===== config.mk =====
export PLATFORM = sky130hd
export DESIGN_NAME = mesh_router
export DESIGN_NICKNAME = d
export VERILOG_FILES = /design/src/hdl/noc_router_pkg.sv /design/src/hdl/flit_queue.sv /design/src/hdl/input_port.sv /design/src/hdl/lookahead_route.sv /design/src/hdl/output_port.sv /design/src/hdl/mesh_router.sv
export SDC_FILE = /design/constraint.sdc
export NUM_CORES = 2
export LEC_CHECK = 0
export BUFFER_PORTS_ARGS = -buffer_cell sky130_fd_sc_hd__buf_4
export CAP_MARGIN = 30
export CORE_ASPECT_RATIO = 2
export CORE_UTILIZATION = 25
export CTS_BUF_LIST = sky130_fd_sc_hd__clkbuf_2
export DETAILED_ROUTE_END_ITERATION = 10
export PLACE_DENSITY_LB_ADDON = 0.25
export SYNTH_ARGS = -nofsm -noshare
export SYNTH_HDL_FRONTEND = slang
export SYNTH_SLANG_ARGS = --single-unit

===== constraint.sdc =====
create_clock -name clk -period 6.1 [get_ports clk]
set_clock_uncertainty 0.05 [all_clocks]
set_input_delay 0.61 -clock clk [delete_from_list [all_inputs] [get_ports clk]]
set_output_delay 0.61 -clock clk [all_outputs]
set_load 0.1 [all_outputs]

===== src/hdl/noc_router_pkg.sv =====
package noc_router_pkg;

  ////////////////////////////////////////////////////////////
  // ports and direction codes
  ////////////////////////////////////////////////////////////

  localparam int num_ports = 5;

  typedef logic [2:0] port_idx_t;
  typedef logic [num_ports-1:0] dir_t;
  typedef logic [num_ports-1:0] port_vec_t;

  localparam port_idx_t port_north = 3'd0;
  localparam port_idx_t port_south = 3'd1;
  localparam port_idx_t port_west  = 3'd2;
  localparam port_idx_t port_east  = 3'd3;
  localparam port_idx_t port_local = 3'd4;

  // one-hot codes where bit p selects output port p
  localparam dir_t dir_north = dir_t'(1) << port_north;
  localparam dir_t dir_south = dir_t'(1) << port_south;
  localparam dir_t dir_west  = dir_t'(1) << port_west;
  localparam dir_t dir_east  = dir_t'(1) << port_east;
  localparam dir_t dir_local = dir_t'(1) << port_local;

  ////////////////////////////////////////////////////////////
  // flit layout
  ////////////////////////////////////////////////////////////

  typedef logic [2:0] coord_t;

  // y grows toward the south edge of the mesh
  typedef struct packed {
    coord_t x;
    coord_t y;
  } xy_t;

  typedef logic [4:0] msg_t;

  localparam int data_width = 64;
  localparam int reserved_width =
    data_width - 2 * $bits(xy_t) - $bits(msg_t) - $bits(dir_t);

  typedef struct packed {
    logic head;
    logic tail;
  } preamble_t;

  typedef struct packed {
    preamble_t                 preamble;
    xy_t                       source;
    xy_t                       destination;
    msg_t                      message;
    logic [reserved_width-1:0] reserved;
    dir_t                      routing;
  } header_t;

  typedef struct packed {
    preamble_t               preamble;
    logic [data_width-1:0]   data;
  } flit_t;

  typedef flit_t [num_ports-1:0] flit_vec_t;

  // input buffering
  localparam int queue_depth = 4;
  localparam int queue_addr_width = $clog2(queue_depth);

  typedef enum logic [1:0] {
    reserve_port,
    head_flit,
    payload_flits
  } worm_state_t;

endpackage


===== src/hdl/flit_queue.sv =====
`timescale 1ns/10ps

module flit_queue (
  input  logic                  clk,
  input  logic                  rst,
  input  logic                  wr_i,
  input  logic                  rd_i,
  input  noc_router_pkg::flit_t data_i,
  output noc_router_pkg::flit_t data_o,
  output logic                  empty_o,
  output logic                  full_o
);

  import noc_router_pkg::*;

  flit_t                       mem [queue_depth];
  logic [queue_addr_width-1:0] wr_ptr;
  logic [queue_addr_width-1:0] rd_ptr;
  logic [queue_addr_width:0]   count;
  logic                        do_wr;
  logic                        do_rd;

  function automatic logic [queue_addr_width-1:0] next_ptr(
    input logic [queue_addr_width-1:0] ptr
  );
    return (ptr == queue_addr_width'(queue_depth - 1)) ? '0 : ptr + 1'b1;
  endfunction

  // writes to a full queue and reads from an empty one are dropped
  assign do_wr = wr_i & ~full_o;
  assign do_rd = rd_i & ~empty_o;

  assign empty_o = (count == '0);
  assign full_o  = (count == (queue_addr_width + 1)'(queue_depth));
  assign data_o  = mem[rd_ptr];

  always_ff @(posedge clk) begin
    if (do_wr) begin
      mem[wr_ptr] <= data_i;
    end
  end

  always_ff @(posedge clk) begin
    if (rst) begin
      wr_ptr <= '0;
      rd_ptr <= '0;
      count  <= '0;
    end else begin
      if (do_wr) begin
        wr_ptr <= next_ptr(wr_ptr);
      end
      if (do_rd) begin
        rd_ptr <= next_ptr(rd_ptr);
      end
      case ({do_wr, do_rd})
        2'b10:   count <= count + 1'b1;
        2'b01:   count <= count - 1'b1;
        default: count <= count;
      endcase
    end
  end

endmodule


===== src/hdl/input_port.sv =====
`timescale 1ns/10ps

module input_port (
  input  logic                  clk,
  input  logic                  rst,
  input  noc_router_pkg::flit_t data_i,
  input  logic                  data_void_i,
  input  logic                  rd_i,
  output logic                  stop_o,
  output noc_router_pkg::flit_t head_o,
  output logic                  head_valid_o,
  output noc_router_pkg::dir_t  request_o
);

  import noc_router_pkg::*;

  logic    wr;
  logic    full;
  logic    empty;
  logic    head_at_front;
  logic    tail_read;
  header_t head_hdr;
  dir_t    held_route;

  assign wr = ~data_void_i;

  flit_queue i_flit_queue (
    .clk     (clk),
    .rst     (rst),
    .wr_i    (wr),
    .rd_i    (rd_i),
    .data_i  (data_i),
    .data_o  (head_o),
    .empty_o (empty),
    .full_o  (full)
  );

  // back-pressure toward the upstream sender
  assign stop_o       = full;
  assign head_valid_o = ~empty;

  assign head_hdr      = header_t'(head_o);
  assign head_at_front = ~empty & head_o.preamble.head;
  assign tail_read     = rd_i & ~empty & head_o.preamble.tail;

  ////////////////////////////////////////////////////////////
  // worm tracking
  ////////////////////////////////////////////////////////////

  // keeps the request alive between head and tail
  always_ff @(posedge clk) begin
    if (rst) begin
      held_route <= '0;
    end else if (tail_read) begin
      held_route <= '0;
    end else if (head_at_front) begin
      held_route <= head_hdr.routing;
    end
  end

  assign request_o = head_at_front ? head_hdr.routing : held_route;

endmodule


===== src/hdl/lookahead_route.sv =====
`timescale 1ns/10ps

module lookahead_route (
  input  noc_router_pkg::xy_t  position_i,
  input  noc_router_pkg::dir_t out_dir_i,
  input  noc_router_pkg::xy_t  destination_i,
  output noc_router_pkg::dir_t next_route_o
);

  import noc_router_pkg::*;

  xy_t neighbor;

  // tile reached through this output
  always_comb begin
    neighbor = position_i;
    case (out_dir_i)
      dir_north: neighbor.y = position_i.y - 1'b1;
      dir_south: neighbor.y = position_i.y + 1'b1;
      dir_west:  neighbor.x = position_i.x - 1'b1;
      dir_east:  neighbor.x = position_i.x + 1'b1;
      default:   neighbor = position_i;
    endcase
  end

  // xy order at the neighbor with x first and y second
  always_comb begin
    if (destination_i.x > neighbor.x) begin
      next_route_o = dir_east;
    end else if (destination_i.x < neighbor.x) begin
      next_route_o = dir_west;
    end else if (destination_i.y > neighbor.y) begin
      next_route_o = dir_south;
    end else if (destination_i.y < neighbor.y) begin
      next_route_o = dir_north;
    end else begin
      next_route_o = dir_local;
    end
  end

endmodule


===== src/hdl/output_port.sv =====
`timescale 1ns/10ps

module output_port #(
  parameter noc_router_pkg::port_idx_t out_port = noc_router_pkg::port_north
) (
  input  logic                      clk,
  input  logic                      rst,
  input  noc_router_pkg::xy_t       position_i,
  input  noc_router_pkg::flit_vec_t heads_i,
  input  noc_router_pkg::port_vec_t head_valid_i,
  input  noc_router_pkg::port_vec_t requests_i,
  input  logic                      stop_i,
  output noc_router_pkg::port_vec_t rd_o,
  output noc_router_pkg::flit_t     data_o,
  output logic                      data_void_o
);

  import noc_router_pkg::*;

  localparam dir_t out_dir = dir_t'(1) << out_port;

  worm_state_t state_q;
  worm_state_t state_d;
  port_idx_t   rr_ptr_q;
  port_idx_t   grant_q;
  port_idx_t   winner;
  logic        found;
  logic        take_grant;
  flit_t       sel_flit;
  logic        sel_valid;
  logic        forward;
  header_t     sel_hdr;
  header_t     out_hdr;
  flit_t       out_flit;
  dir_t        next_route;

  ////////////////////////////////////////////////////////////
  // round-robin arbiter
  ////////////////////////////////////////////////////////////

  // rr_ptr_q holds the input with the highest priority
  always_comb begin
    int cand;
    found  = 1'b0;
    winner = rr_ptr_q;
    for (int k = 0; k < num_ports; k++) begin
      cand = int'(rr_ptr_q) + k;
      if (cand >= num_ports) begin
        cand = cand - num_ports;
      end
      if (!found && requests_i[cand]) begin
        found  = 1'b1;
        winner = port_idx_t'(cand);
      end
    end
  end

  assign take_grant = (state_q == reserve_port) & found & ~stop_i;

  ////////////////////////////////////////////////////////////
  // crossbar and head rewrite
  ////////////////////////////////////////////////////////////

  assign sel_flit  = heads_i[grant_q];
  assign sel_valid = head_valid_i[grant_q];
  assign forward   = (state_q != reserve_port) & sel_valid & ~stop_i;

  assign rd_o = forward ? (port_vec_t'(1) << grant_q) : '0;

  assign sel_hdr = header_t'(sel_flit);

  lookahead_route i_lookahead_route (
    .position_i    (position_i),
    .out_dir_i     (out_dir),
    .destination_i (sel_hdr.destination),
    .next_route_o  (next_route)
  );

  // only the head carries routing, payload passes untouched
  always_comb begin
    out_hdr = sel_hdr;
    if (state_q == head_flit) begin
      out_hdr.routing = next_route;
    end
    out_flit = flit_t'(out_hdr);
  end

  ////////////////////////////////////////////////////////////
  // worm FSM
  ////////////////////////////////////////////////////////////

  always_comb begin
    state_d = state_q;
    case (state_q)
      reserve_port: begin
        if (take_grant) begin
          state_d = head_flit;
        end
      end
      head_flit: begin
        if (forward) begin
          // single-flit worms go straight back
          state_d = sel_flit.preamble.tail ? reserve_port : payload_flits;
        end
      end
      payload_flits: begin
        if (forward && sel_flit.preamble.tail) begin
          state_d = reserve_port;
        end
      end
      default: state_d = reserve_port;
    endcase
  end

  always_ff @(posedge clk) begin
    if (rst) begin
      state_q     <= reserve_port;
      grant_q     <= port_north;
      rr_ptr_q    <= port_north;
      data_void_o <= 1'b1;
    end else begin
      state_q <= state_d;
      if (take_grant) begin
        grant_q  <= winner;
        rr_ptr_q <= (winner == port_local) ? port_north : winner + 1'b1;
      end
      // output holds while the receiver stops us
      if (!stop_i) begin
        data_void_o <= ~forward;
      end
    end
  end

  always_ff @(posedge clk) begin
    if (forward) begin
      data_o <= out_flit;
    end
  end

endmodule


===== src/hdl/mesh_router.sv =====
`timescale 1ns/10ps

module mesh_router (
  input  logic                      clk,
  input  logic                      rst,
  input  noc_router_pkg::xy_t       position_i,
  input  noc_router_pkg::flit_vec_t data_i,
  input  noc_router_pkg::port_vec_t data_void_i,
  output wire noc_router_pkg::port_vec_t stop_o,
  output wire noc_router_pkg::flit_vec_t data_o,
  output wire noc_router_pkg::port_vec_t data_void_o,
  input  noc_router_pkg::port_vec_t stop_i
);

  import noc_router_pkg::*;

  wire flit_vec_t                  heads;
  wire port_vec_t                  head_valid;
  // requests[i] is indexed by output, req_to_out[p] by input
  wire dir_t      [num_ports-1:0]  requests;
  wire port_vec_t [num_ports-1:0]  req_to_out;
  // rd_from_out[p] is indexed by input, rd_to_in[i] by output
  wire port_vec_t [num_ports-1:0]  rd_from_out;
  wire port_vec_t [num_ports-1:0]  rd_to_in;
  wire port_vec_t                  rd_any;

  for (genvar g_i = 0; g_i < num_ports; g_i++) begin : gen_port
    localparam port_idx_t this_port = port_idx_t'(g_i);

    for (genvar g_j = 0; g_j < num_ports; g_j++) begin : gen_transpose
      assign req_to_out[g_i][g_j] = requests[g_j][g_i];
      assign rd_to_in[g_i][g_j]   = rd_from_out[g_j][g_i];
    end

    // any output may pop this input
    assign rd_any[g_i] = |rd_to_in[g_i];

    input_port i_input_port (
      .clk          (clk),
      .rst          (rst),
      .data_i       (data_i[g_i]),
      .data_void_i  (data_void_i[g_i]),
      .rd_i         (rd_any[g_i]),
      .stop_o       (stop_o[g_i]),
      .head_o       (heads[g_i]),
      .head_valid_o (head_valid[g_i]),
      .request_o    (requests[g_i])
    );

    output_port #(
      .out_port (this_port)
    ) i_output_port (
      .clk          (clk),
      .rst          (rst),
      .position_i   (position_i),
      .heads_i      (heads),
      .head_valid_i (head_valid),
      .requests_i   (req_to_out[g_i]),
      .stop_i       (stop_i[g_i]),
      .rd_o         (rd_from_out[g_i]),
      .data_o       (data_o[g_i]),
      .data_void_o  (data_void_o[g_i])
    );
  end

endmodule


After elaboration in Yosys (flattened, before gate mapping)
Memories as Yosys holds them, arrays and structs flattened. A register that Yosys moved wholly into a read port is not among the register bits.
Index checks and enable logic that the tools add are counted.

cells by class
  $add $sub $neg = 74
  multipliers = 0
  divide/modulo/power cells = 0
  $lt $le $gt $ge = 75
  equality and inequality tests = 55
  shift operators = 5
  muxes and demuxes = 270
  bitwise gates (word level) = 65
  reduce and logical (&&, ||, !) cells = 80

operators by type and width
  cell                   number
  $bmux 66 s3            5
  $lt 32x5->1 const B    25
  $mux 32                25
  $ge 32x4->1 const B    20
  $sub 32x4->32 const B  20
  $mux 66                5
  $mux 5                 35
  $bmux 1 s3             30
  $mux 1                 90
  $mux 3                 30
  $mux 2                 40
  $add 3x2->4 const B    10
  $and 1x1->1            40
  $eq 2x2->1 const B     20
  $add 3x1->3 const B    12
  $eq 3x3->1 const B     10
  $gt 3x3->1             10
  $lt 3x3->1             10
  $ne 2x1->1 const B     15
  $pmux 2 s3             5
  $pmux 3 s2             5
  $logic_and 1x1->1      25
  $not 1->1              25
  $reduce_or 5->1        5
  15 further kinds       107

storage, ports and cells
  register bits after elaboration = 435
  latch bits = 0
  memory bits (writable) = 1320
  memory bits (read-only) = 0
  input bits = 348
  output and inout bits = 340
  word-level logic and storage cells = 684
  memories = 5

memories
  name                                       words  bits a word  rd ports  clocked after memory_dff  write ports  line              source
  gen_port[0].i_input_port.i_flit_queue.mem  4      66           1         1                         1            flit_queue.sv:16  flit_t mem [queue_depth];
  gen_port[1].i_input_port.i_flit_queue.mem  4      66           1         1                         1            flit_queue.sv:16
  gen_port[2].i_input_port.i_flit_queue.mem  4      66           1         1                         1            flit_queue.sv:16
  gen_port[3].i_input_port.i_flit_queue.mem  4      66           1         1                         1            flit_queue.sv:16
  gen_port[4].i_input_port.i_flit_queue.mem  4      66           1         1                         1            flit_queue.sv:16

Longest topological paths before layout
  word-level depth = 24
  depth in mapped cells = 19

Modules after synthesis
Synthesis repeated with hierarchy kept, for this count alone.

unflattened totals
  cell total of the unflattened synthesis = 4718
  area total of the unflattened synthesis = 83172.3 µm²

modules (own cells, without submodules)
  module                                        instances  cells an instance  area an instance (µm²)
  flit_queue                                    5          398                10009.6
  output_port at gen_port[1].i_output_port ...  3          473                5941.9
  output_port at gen_port[4].i_output_port      1          480                6092.1
  output_port at gen_port[0].i_output_port      1          474                5965.7
  lookahead_route                               5          49                 395.4
  input_port                                    5          19                 240.2
  mesh_router                                   1          15                 62.6

Worst setup path before layout
Ideal clock, no wire load.

  path kind = register to register
  start point = register gen_port[2].i_input_port.i_flit_queue.count[0]
  end point = register gen_port[4].i_input_port.i_flit_queue.count[2]
  setup time = 0.071 ns
  arrival = 6.110 ns
  data required time = 5.979 ns
  path slack = -0.131 ns
  cell stages (with the launch flop) = 15
  path buffers = 1
  period minus slack after synthesis = 6.231 ns
  path through = dfxtp_1 or3_1 clkbuf_1 mux4_2 a22o_1 nand2b_1 nor2_1 a222oi_1 nand2_1 ha_1 inv_1 fa_1 xor2_1 or3_1 a21oi_1

between the ends
  longest elaborated chain between the ends = 11
  elaborated cells between the ends (all ways) = 33
  classes of those cells = eq/ne (2); mux (16); bitwise (12); reduce/logical (3)

RTL lines
  item                                                    line               source
  start: declaration                                      flit_queue.sv:19   logic [queue_addr_width:0] count;
  start signal: assignment                                flit_queue.sv:56   2'b10: count <= count + 1'b1;
  start signal: assignment                                flit_queue.sv:57   2'b01: count <= count - 1'b1;
  start signal: assignment                                flit_queue.sv:58   default: count <= count;
  $logic_not 3->1 (*)                                     flit_queue.sv:33   assign empty_o = (count == '0);
  $not 1->1 (*)                                           input_port.sv:40   assign head_valid_o = ~empty;
  $bmux 1 s3 (*)                                          output_port.sv:65  assign sel_valid = head_valid_i[grant_q];
  $mux 1 (implied by the code) (*)                        output_port.sv:65
  $and 1x1->1 (*) (2 in a row)                            output_port.sv:66  assign forward = (state_q != reserve_port) & sel_valid & ~stop_i;
  net gen_port[0].i_output_port.forward                   output_port.sv:31  logic forward;
  $mux 5 (*)                                              output_port.sv:68  assign rd_o = forward ? (port_vec_t'(1) << grant_q) : '0;
  $reduce_or 5->1 (*)                                     mesh_router.sv:36  assign rd_any[g_i] = |rd_to_in[g_i];
  $and 1x1->1 (*)                                         flit_queue.sv:31   assign do_rd = rd_i & ~empty_o;
  net gen_port[4].i_input_port.i_flit_queue.do_rd         flit_queue.sv:21   logic do_rd;
  $eq 2x1->1 / $eq 2x2->1 (equally long branches)         flit_queue.sv:55   case ({do_wr, do_rd})
  $pmux 3 s2 / $reduce_bool 2->1 (equally long branches)  --
  end signal: assignment                                  flit_queue.sv:56
  end signal: assignment                                  flit_queue.sv:57
  end signal: assignment                                  flit_queue.sv:58
  end: declaration                                        flit_queue.sv:19

The timed path passes the listed nets; every way through them passes the cells marked *. The select of a mux whose other input is x is not followed.
A chain may end at the register's enable or synchronous reset.

==> metrics.txt <==
# TYPE chip_impl_metric gauge
chip_impl_info{name="result_of_the_run",value="complete, no violations"} 1
chip_impl_metric{name="power.clock.fraction",unit=""} 0.186
chip_impl_metric{name="grt.overflow.total",unit=""} 0
chip_impl_metric{name="vias_per_cell",unit=""} 5.04
chip_impl_metric{name="fin_crit_sh",unit=""} 0.957
chip_impl_metric{name="arrival",unit="ns"} 7.41
chip_impl_metric{name="worst_slew_margin_rel",unit=""} 0.273
chip_impl_metric{name="netlist-cell-type-count",unit=""} 99
chip_impl_metric{name="nNetsFinal",unit=""} 7713
chip_impl_metric{name="cp_num_buf_inv",unit=""} 6
chip_impl_metric{name="gp_congestion",unit=""} 0.944
chip_impl_metric{name="drc",unit=""} 0
chip_impl_metric{name="synth_edf_count",unit=""} 1650
chip_impl_metric{name="final_max_slew_viol_count",unit=""} 0
chip_impl_metric{name="synth_top_area_frac",unit=""} 0.605
chip_impl_metric{name="drt.antenna.violating_nets",unit=""} 0
chip_impl_metric{name="netSwitchingPower",unit="mW"} 19.3
chip_impl_metric{name="grt_first_pass_wirelength",unit="um"} 520000
chip_impl_metric{name="synthSimpleGateAreaFrac",unit=""} 0.0550
chip_impl_metric{name="pin_count_of_the_biggest_net_entering_global_routing",unit=""} 78
chip_impl_info{name="dominant_combinational_cell_family_by_area_after_synthesis",value="multiplexers"} 1
chip_impl_metric{name="firstDrtPassIters",unit=""} 6
chip_impl_metric{name="wl",unit="um"} 388000
chip_impl_metric{name="hpwl",unit="um"} 282000
chip_impl_metric{name="boundaryPins",unit=""} 688
chip_impl_metric{name="initial_antenna_violation_count",unit=""} 64
chip_impl_metric{name="post_route_cells_drive_above_1_share",unit=""} 0.291
chip_impl_metric{name="ys_async_rst_share",unit=""} 0
chip_impl_metric{name="mappedNetlistArea",unit="um2"} 81900
chip_impl_metric{name="synth-xor-area-share",unit=""} 0.00385
chip_impl_info{name="hp_start",value="data_i[123]"} 1
chip_impl_metric{name="critPathRequiredTime",unit="ns"} 7.68
chip_impl_metric{name="core_region_area",unit="um2"} 325000
chip_impl_info{name="critical_path.cell_chain",value="buf_4 -> buf_4 -> mux2_2 -> o21ai_1 -> buf_4 -> nor2_1 -> a211oi_1 -> a21oi_1 -> a22o_1 -> ha_1 -> nand3_1 -> dlygate4sd3_1 -> nand2_1 -> dlygate4sd3_1 -> a41o_1 -> dlygate4sd3_1"} 1
chip_impl_metric{name="global_route.usage.total",unit=""} 0.231
chip_impl_metric{name="final-hold-violation-count",unit=""} 0
chip_impl_metric{name="fin_total_pwr",unit="mW"} 43.9
chip_impl_metric{name="syn_nets",unit=""} 5755
chip_impl_metric{name="numPlacedInstances",unit=""} 10096
chip_impl_metric{name="critical-path-max-stage-delay",unit="ns"} 0.59
chip_impl_info{name="setup.worst_path.start_class",value="flip-flop"} 1
chip_impl_info{name="postSynth.topFlopCell",value="edfxtp_1"} 1
chip_impl_metric{name="timing.reg2reg.setup_slack",unit="ns"} 0.26
chip_impl_metric{name="final.min_clock_period",unit="ns"} 5.84
chip_impl_metric{name="starting_density_of_the_core",unit=""} 0.252
chip_impl_metric{name="dieHeight",unit="um"} 811
chip_impl_metric{name="power_per_cell_area",unit="nW/um2"} 410
chip_impl_metric{name="die_area",unit="um2"} 330000
chip_impl_metric{name="cts_buffers",unit=""} 420
chip_impl_metric{name="synth_fa_ha_area_frac",unit=""} 0.0203
chip_impl_metric{name="worst_slew_pin_slew",unit="ns"} 1.09
chip_impl_metric{name="first_iter_violations",unit=""} 4976
chip_impl_metric{name="die_width",unit="um"} 407
chip_impl_metric{name="p_leak",unit="nW"} 37.1
chip_impl_metric{name="vias_in_the_first_global_route",unit=""} 61951
chip_impl_info{name="slowest_stage",value="dlygate4sd3_1"} 1
chip_impl_info{name="synth_top_cells_by_area",value="edfxtp_1, mux4_2, dfxtp_1"} 1
chip_impl_metric{name="total_of_buffers_placed_on_input_and_output_ports",unit=""} 687
chip_impl_info{name="tritoncts_clock_tree",value="yes"} 1
chip_impl_metric{name="clock.fmax",unit="GHz"} 0.171
chip_impl_metric{name="cellInternalPower",unit="mW"} 24.6
chip_impl_metric{name="cts.sink_count",unit=""} 1765
chip_impl_metric{name="synth_sequential_area_ratio",unit=""} 0.633
chip_impl_metric{name="yosysWarnings",unit=""} 0
chip_impl_metric{name="critical_path_peak_fanout",unit=""} 36
chip_impl_metric{name="fin_tns_setup",unit="ns"} 0
chip_impl_info{name="worst_min_delay_path_class",value="input port to flip-flop"} 1
chip_impl_metric{name="compound_gate_fraction_of_synth_area",unit=""} 0.102
chip_impl_metric{name="pwr-share-seq",unit=""} 0.359
chip_impl_info{name="grt_setup_unrepaired",value="no"} 1
chip_impl_metric{name="power.switching_fraction",unit=""} 0.440
chip_impl_metric{name="cts_setup_buffers",unit=""} 0
chip_impl_info{name="synth_top_area_cell",value="edfxtp_1"} 1
chip_impl_info{name="cts_root_buf",value="clkbuf_2"} 1
chip_impl_info{name="setup.worst_path.class",value="flip-flop to flip-flop"} 1
chip_impl_metric{name="worstSkewPairLatency",unit="ns"} 1.92
chip_impl_metric{name="max_cap_violations",unit=""} 0
chip_impl_metric{name="cts_buffer_depth",unit=""} 4
chip_impl_metric{name="report.final.setup_viol",unit=""} 0
chip_impl_metric{name="path_clk_slew",unit="ns"} 0.13
chip_impl_metric{name="power_frac_comb",unit=""} 0.455
chip_impl_info{name="cp-end-kind",value="flip-flop"} 1
chip_impl_metric{name="vdd_ir_drop_max",unit="mV"} 0.273
chip_impl_metric{name="detailroute.via_count",unit=""} 60101
chip_impl_metric{name="placement_rows",unit=""} 296
chip_impl_info{name="timing.critical_path.max_delay_family",value="buffers and inverters"} 1
chip_impl_metric{name="syn_inst",unit=""} 5280
chip_impl_metric{name="muxShareOfSynthArea",unit=""} 0.162
chip_impl_metric{name="cts-htree-levels",unit=""} 5
chip_impl_metric{name="post_drt_wl_per_cell",unit="um"} 32.5
chip_impl_metric{name="finalNonFillerCells",unit=""} 11917
chip_impl_metric{name="area_growth",unit="%"} 30.9
chip_impl_metric{name="syn_avg_cell_area",unit="um2"} 15.5
chip_impl_metric{name="synth-seq-cells",unit=""} 1765
==> cells by family after synthesis <==
logic type | after synthesis
compound gates | 1186
mux | 728
xor+xnor | 36
fa+ha+maj | 127
buf+inv | 487
simple gates | 951
flops | 1765
==> synthesized netlist by cell type, drive strengths merged, types with 115 or more instances <==
cell / instances
inv: 118
ha: 117
o21ai: 207
dfxtp: 115
mux2i: 168
a22o: 223
mux4: 465
nor2: 256
edfxtp: 1650
a21oi: 222
clkbuf: 276
nand2: 275
==> power groups by stage <==
stage | Clock (mW) | Combinational, mW | Sequential, mW
6_report | 8.18 | 20.0 | 15.7
5_1_grt | 8.97 | 20.8 | 15.8
4_1_cts | 8.51 | 19.8 | 15.7
3_5_place_dp | 0 | 19.0 | 16.0
3_3_place_gp | 0 | 19.0 | 16.0
2_1_floorplan | 0 | 9.73 | 17.7
==> layout by cell type (no fill, tap or decap), drive strengths merged, types with 35 or more instances in the layout <==
| master | n |
|---|---|
| a211oi | 106 |
| a21oi | 222 |
| a22o | 223 |
| a22oi | 90 |
| and2 | 35 |
| and3 | 35 |
| buf | 867 |
| clkbuf | 585 |
| clkinv | 152 |
| dfxtp | 115 |
| dlygate4sd3 | 1033 |
| edfxtp | 1650 |
| ha | 117 |
| inv | 127 |
| mux2 | 95 |
| mux2i | 168 |
| mux4 | 465 |
| nand2 | 275 |
| nand2b | 35 |
| nand3 | 84 |
| nor2 | 256 |
| nor2b | 51 |
| nor3 | 97 |
| o21ai | 207 |
| o22ai | 70 |
==> layer usage <==
layer | vias up | track usage | part of all wire
met3 | 957 | 0.0624 | 0.079
met1 | 30371 | 0.238 | 0.34
met5 | - | 0 | 0.00095
met4 | 58 | 0.187 | 0.097
met2 | 3104 | 0.391 | 0.48
li1 | 25611 | - | -
==> worst register-to-register path: cells and delay by family, from the launching register on <==
family,cells,cell delay [ns]
buffers and inverters,6,2.98
AOI/OAI and AO/OA,5,1.07
DFF,1,0.52
muxes,1,0.45
adders and majority gates,1,0.32
and+or+nand+nor,3,0.21
==> worst paths after layout <==
kind | to | cells past startpoint
worst max-delay path | gen_port[0].i_output_port.data_o[1] | 16
worst min-delay path | gen_port[1].i_input_port.i_flit_queue.mem[0][57] | 3
worst max register to register | gen_port[0].i_output_port.data_o[1] | 16
worst min register to register | gen_port[3].i_output_port.state_q[0] | 1
==> metrics by stage <==
| step | worst slack (ns) | util | area, um2 | hold slack [ns] |
|---|---|---|---|---|
| detailed placement | 1.16 | 0.285 | 92600 | 0.422 |
| CTS | 0.0968 | 0.329 | 107000 | 0.00206 |
| finish | 0.265 | 0.329 | 107000 | 0.270 |
| global placement | 0.855 | 0.285 | 92500 | 0.407 |
| floorplan | 0.153 | - | 81900 | 0.389 |
| global route | 0.0416 | 0.329 | 107000 | 0.0669 |
==> final cells by class <==
type,instances,area [um2]
Antenna cell,25,62.6
Clock buffer,585,2930
Inverter,123,469
Timing Repair Buffer,1900,17100
Multi-Input combinational cell,3028,28300
Sequential cell,1765,51900
Clock inverter,170,951
Fill cell,32364,218000
Tap cell,4321,5410
==> sequential cells by signal, summed over array words and instances, names as in the netlist, named ones only <==
register	flops
gen_port.i_input_port.i_flit_queue.mem	1320
gen_port.i_output_port.data_o	330
gen_port.i_input_port.held_route	25
gen_port.i_input_port.i_flit_queue.count	15
gen_port.i_output_port.grant_q	15
gen_port.i_output_port.rr_ptr_q	15
gen_port.i_input_port.i_flit_queue.rd_ptr	10
gen_port.i_input_port.i_flit_queue.wr_ptr	10
gen_port.i_output_port.state_q	10
gen_port.i_output_port.data_void_o	5
==> timing repair <==
| item | in CTS | in global routing |
|---|---|---|
| resized for setup | 0 | 1 |
| hold endpoints to repair | 2855 | 0 |
| hold buffers | 1034 | 0 |
| setup endpoints to repair | 0 | 2 |
Power figures use the tool's default switching activity.
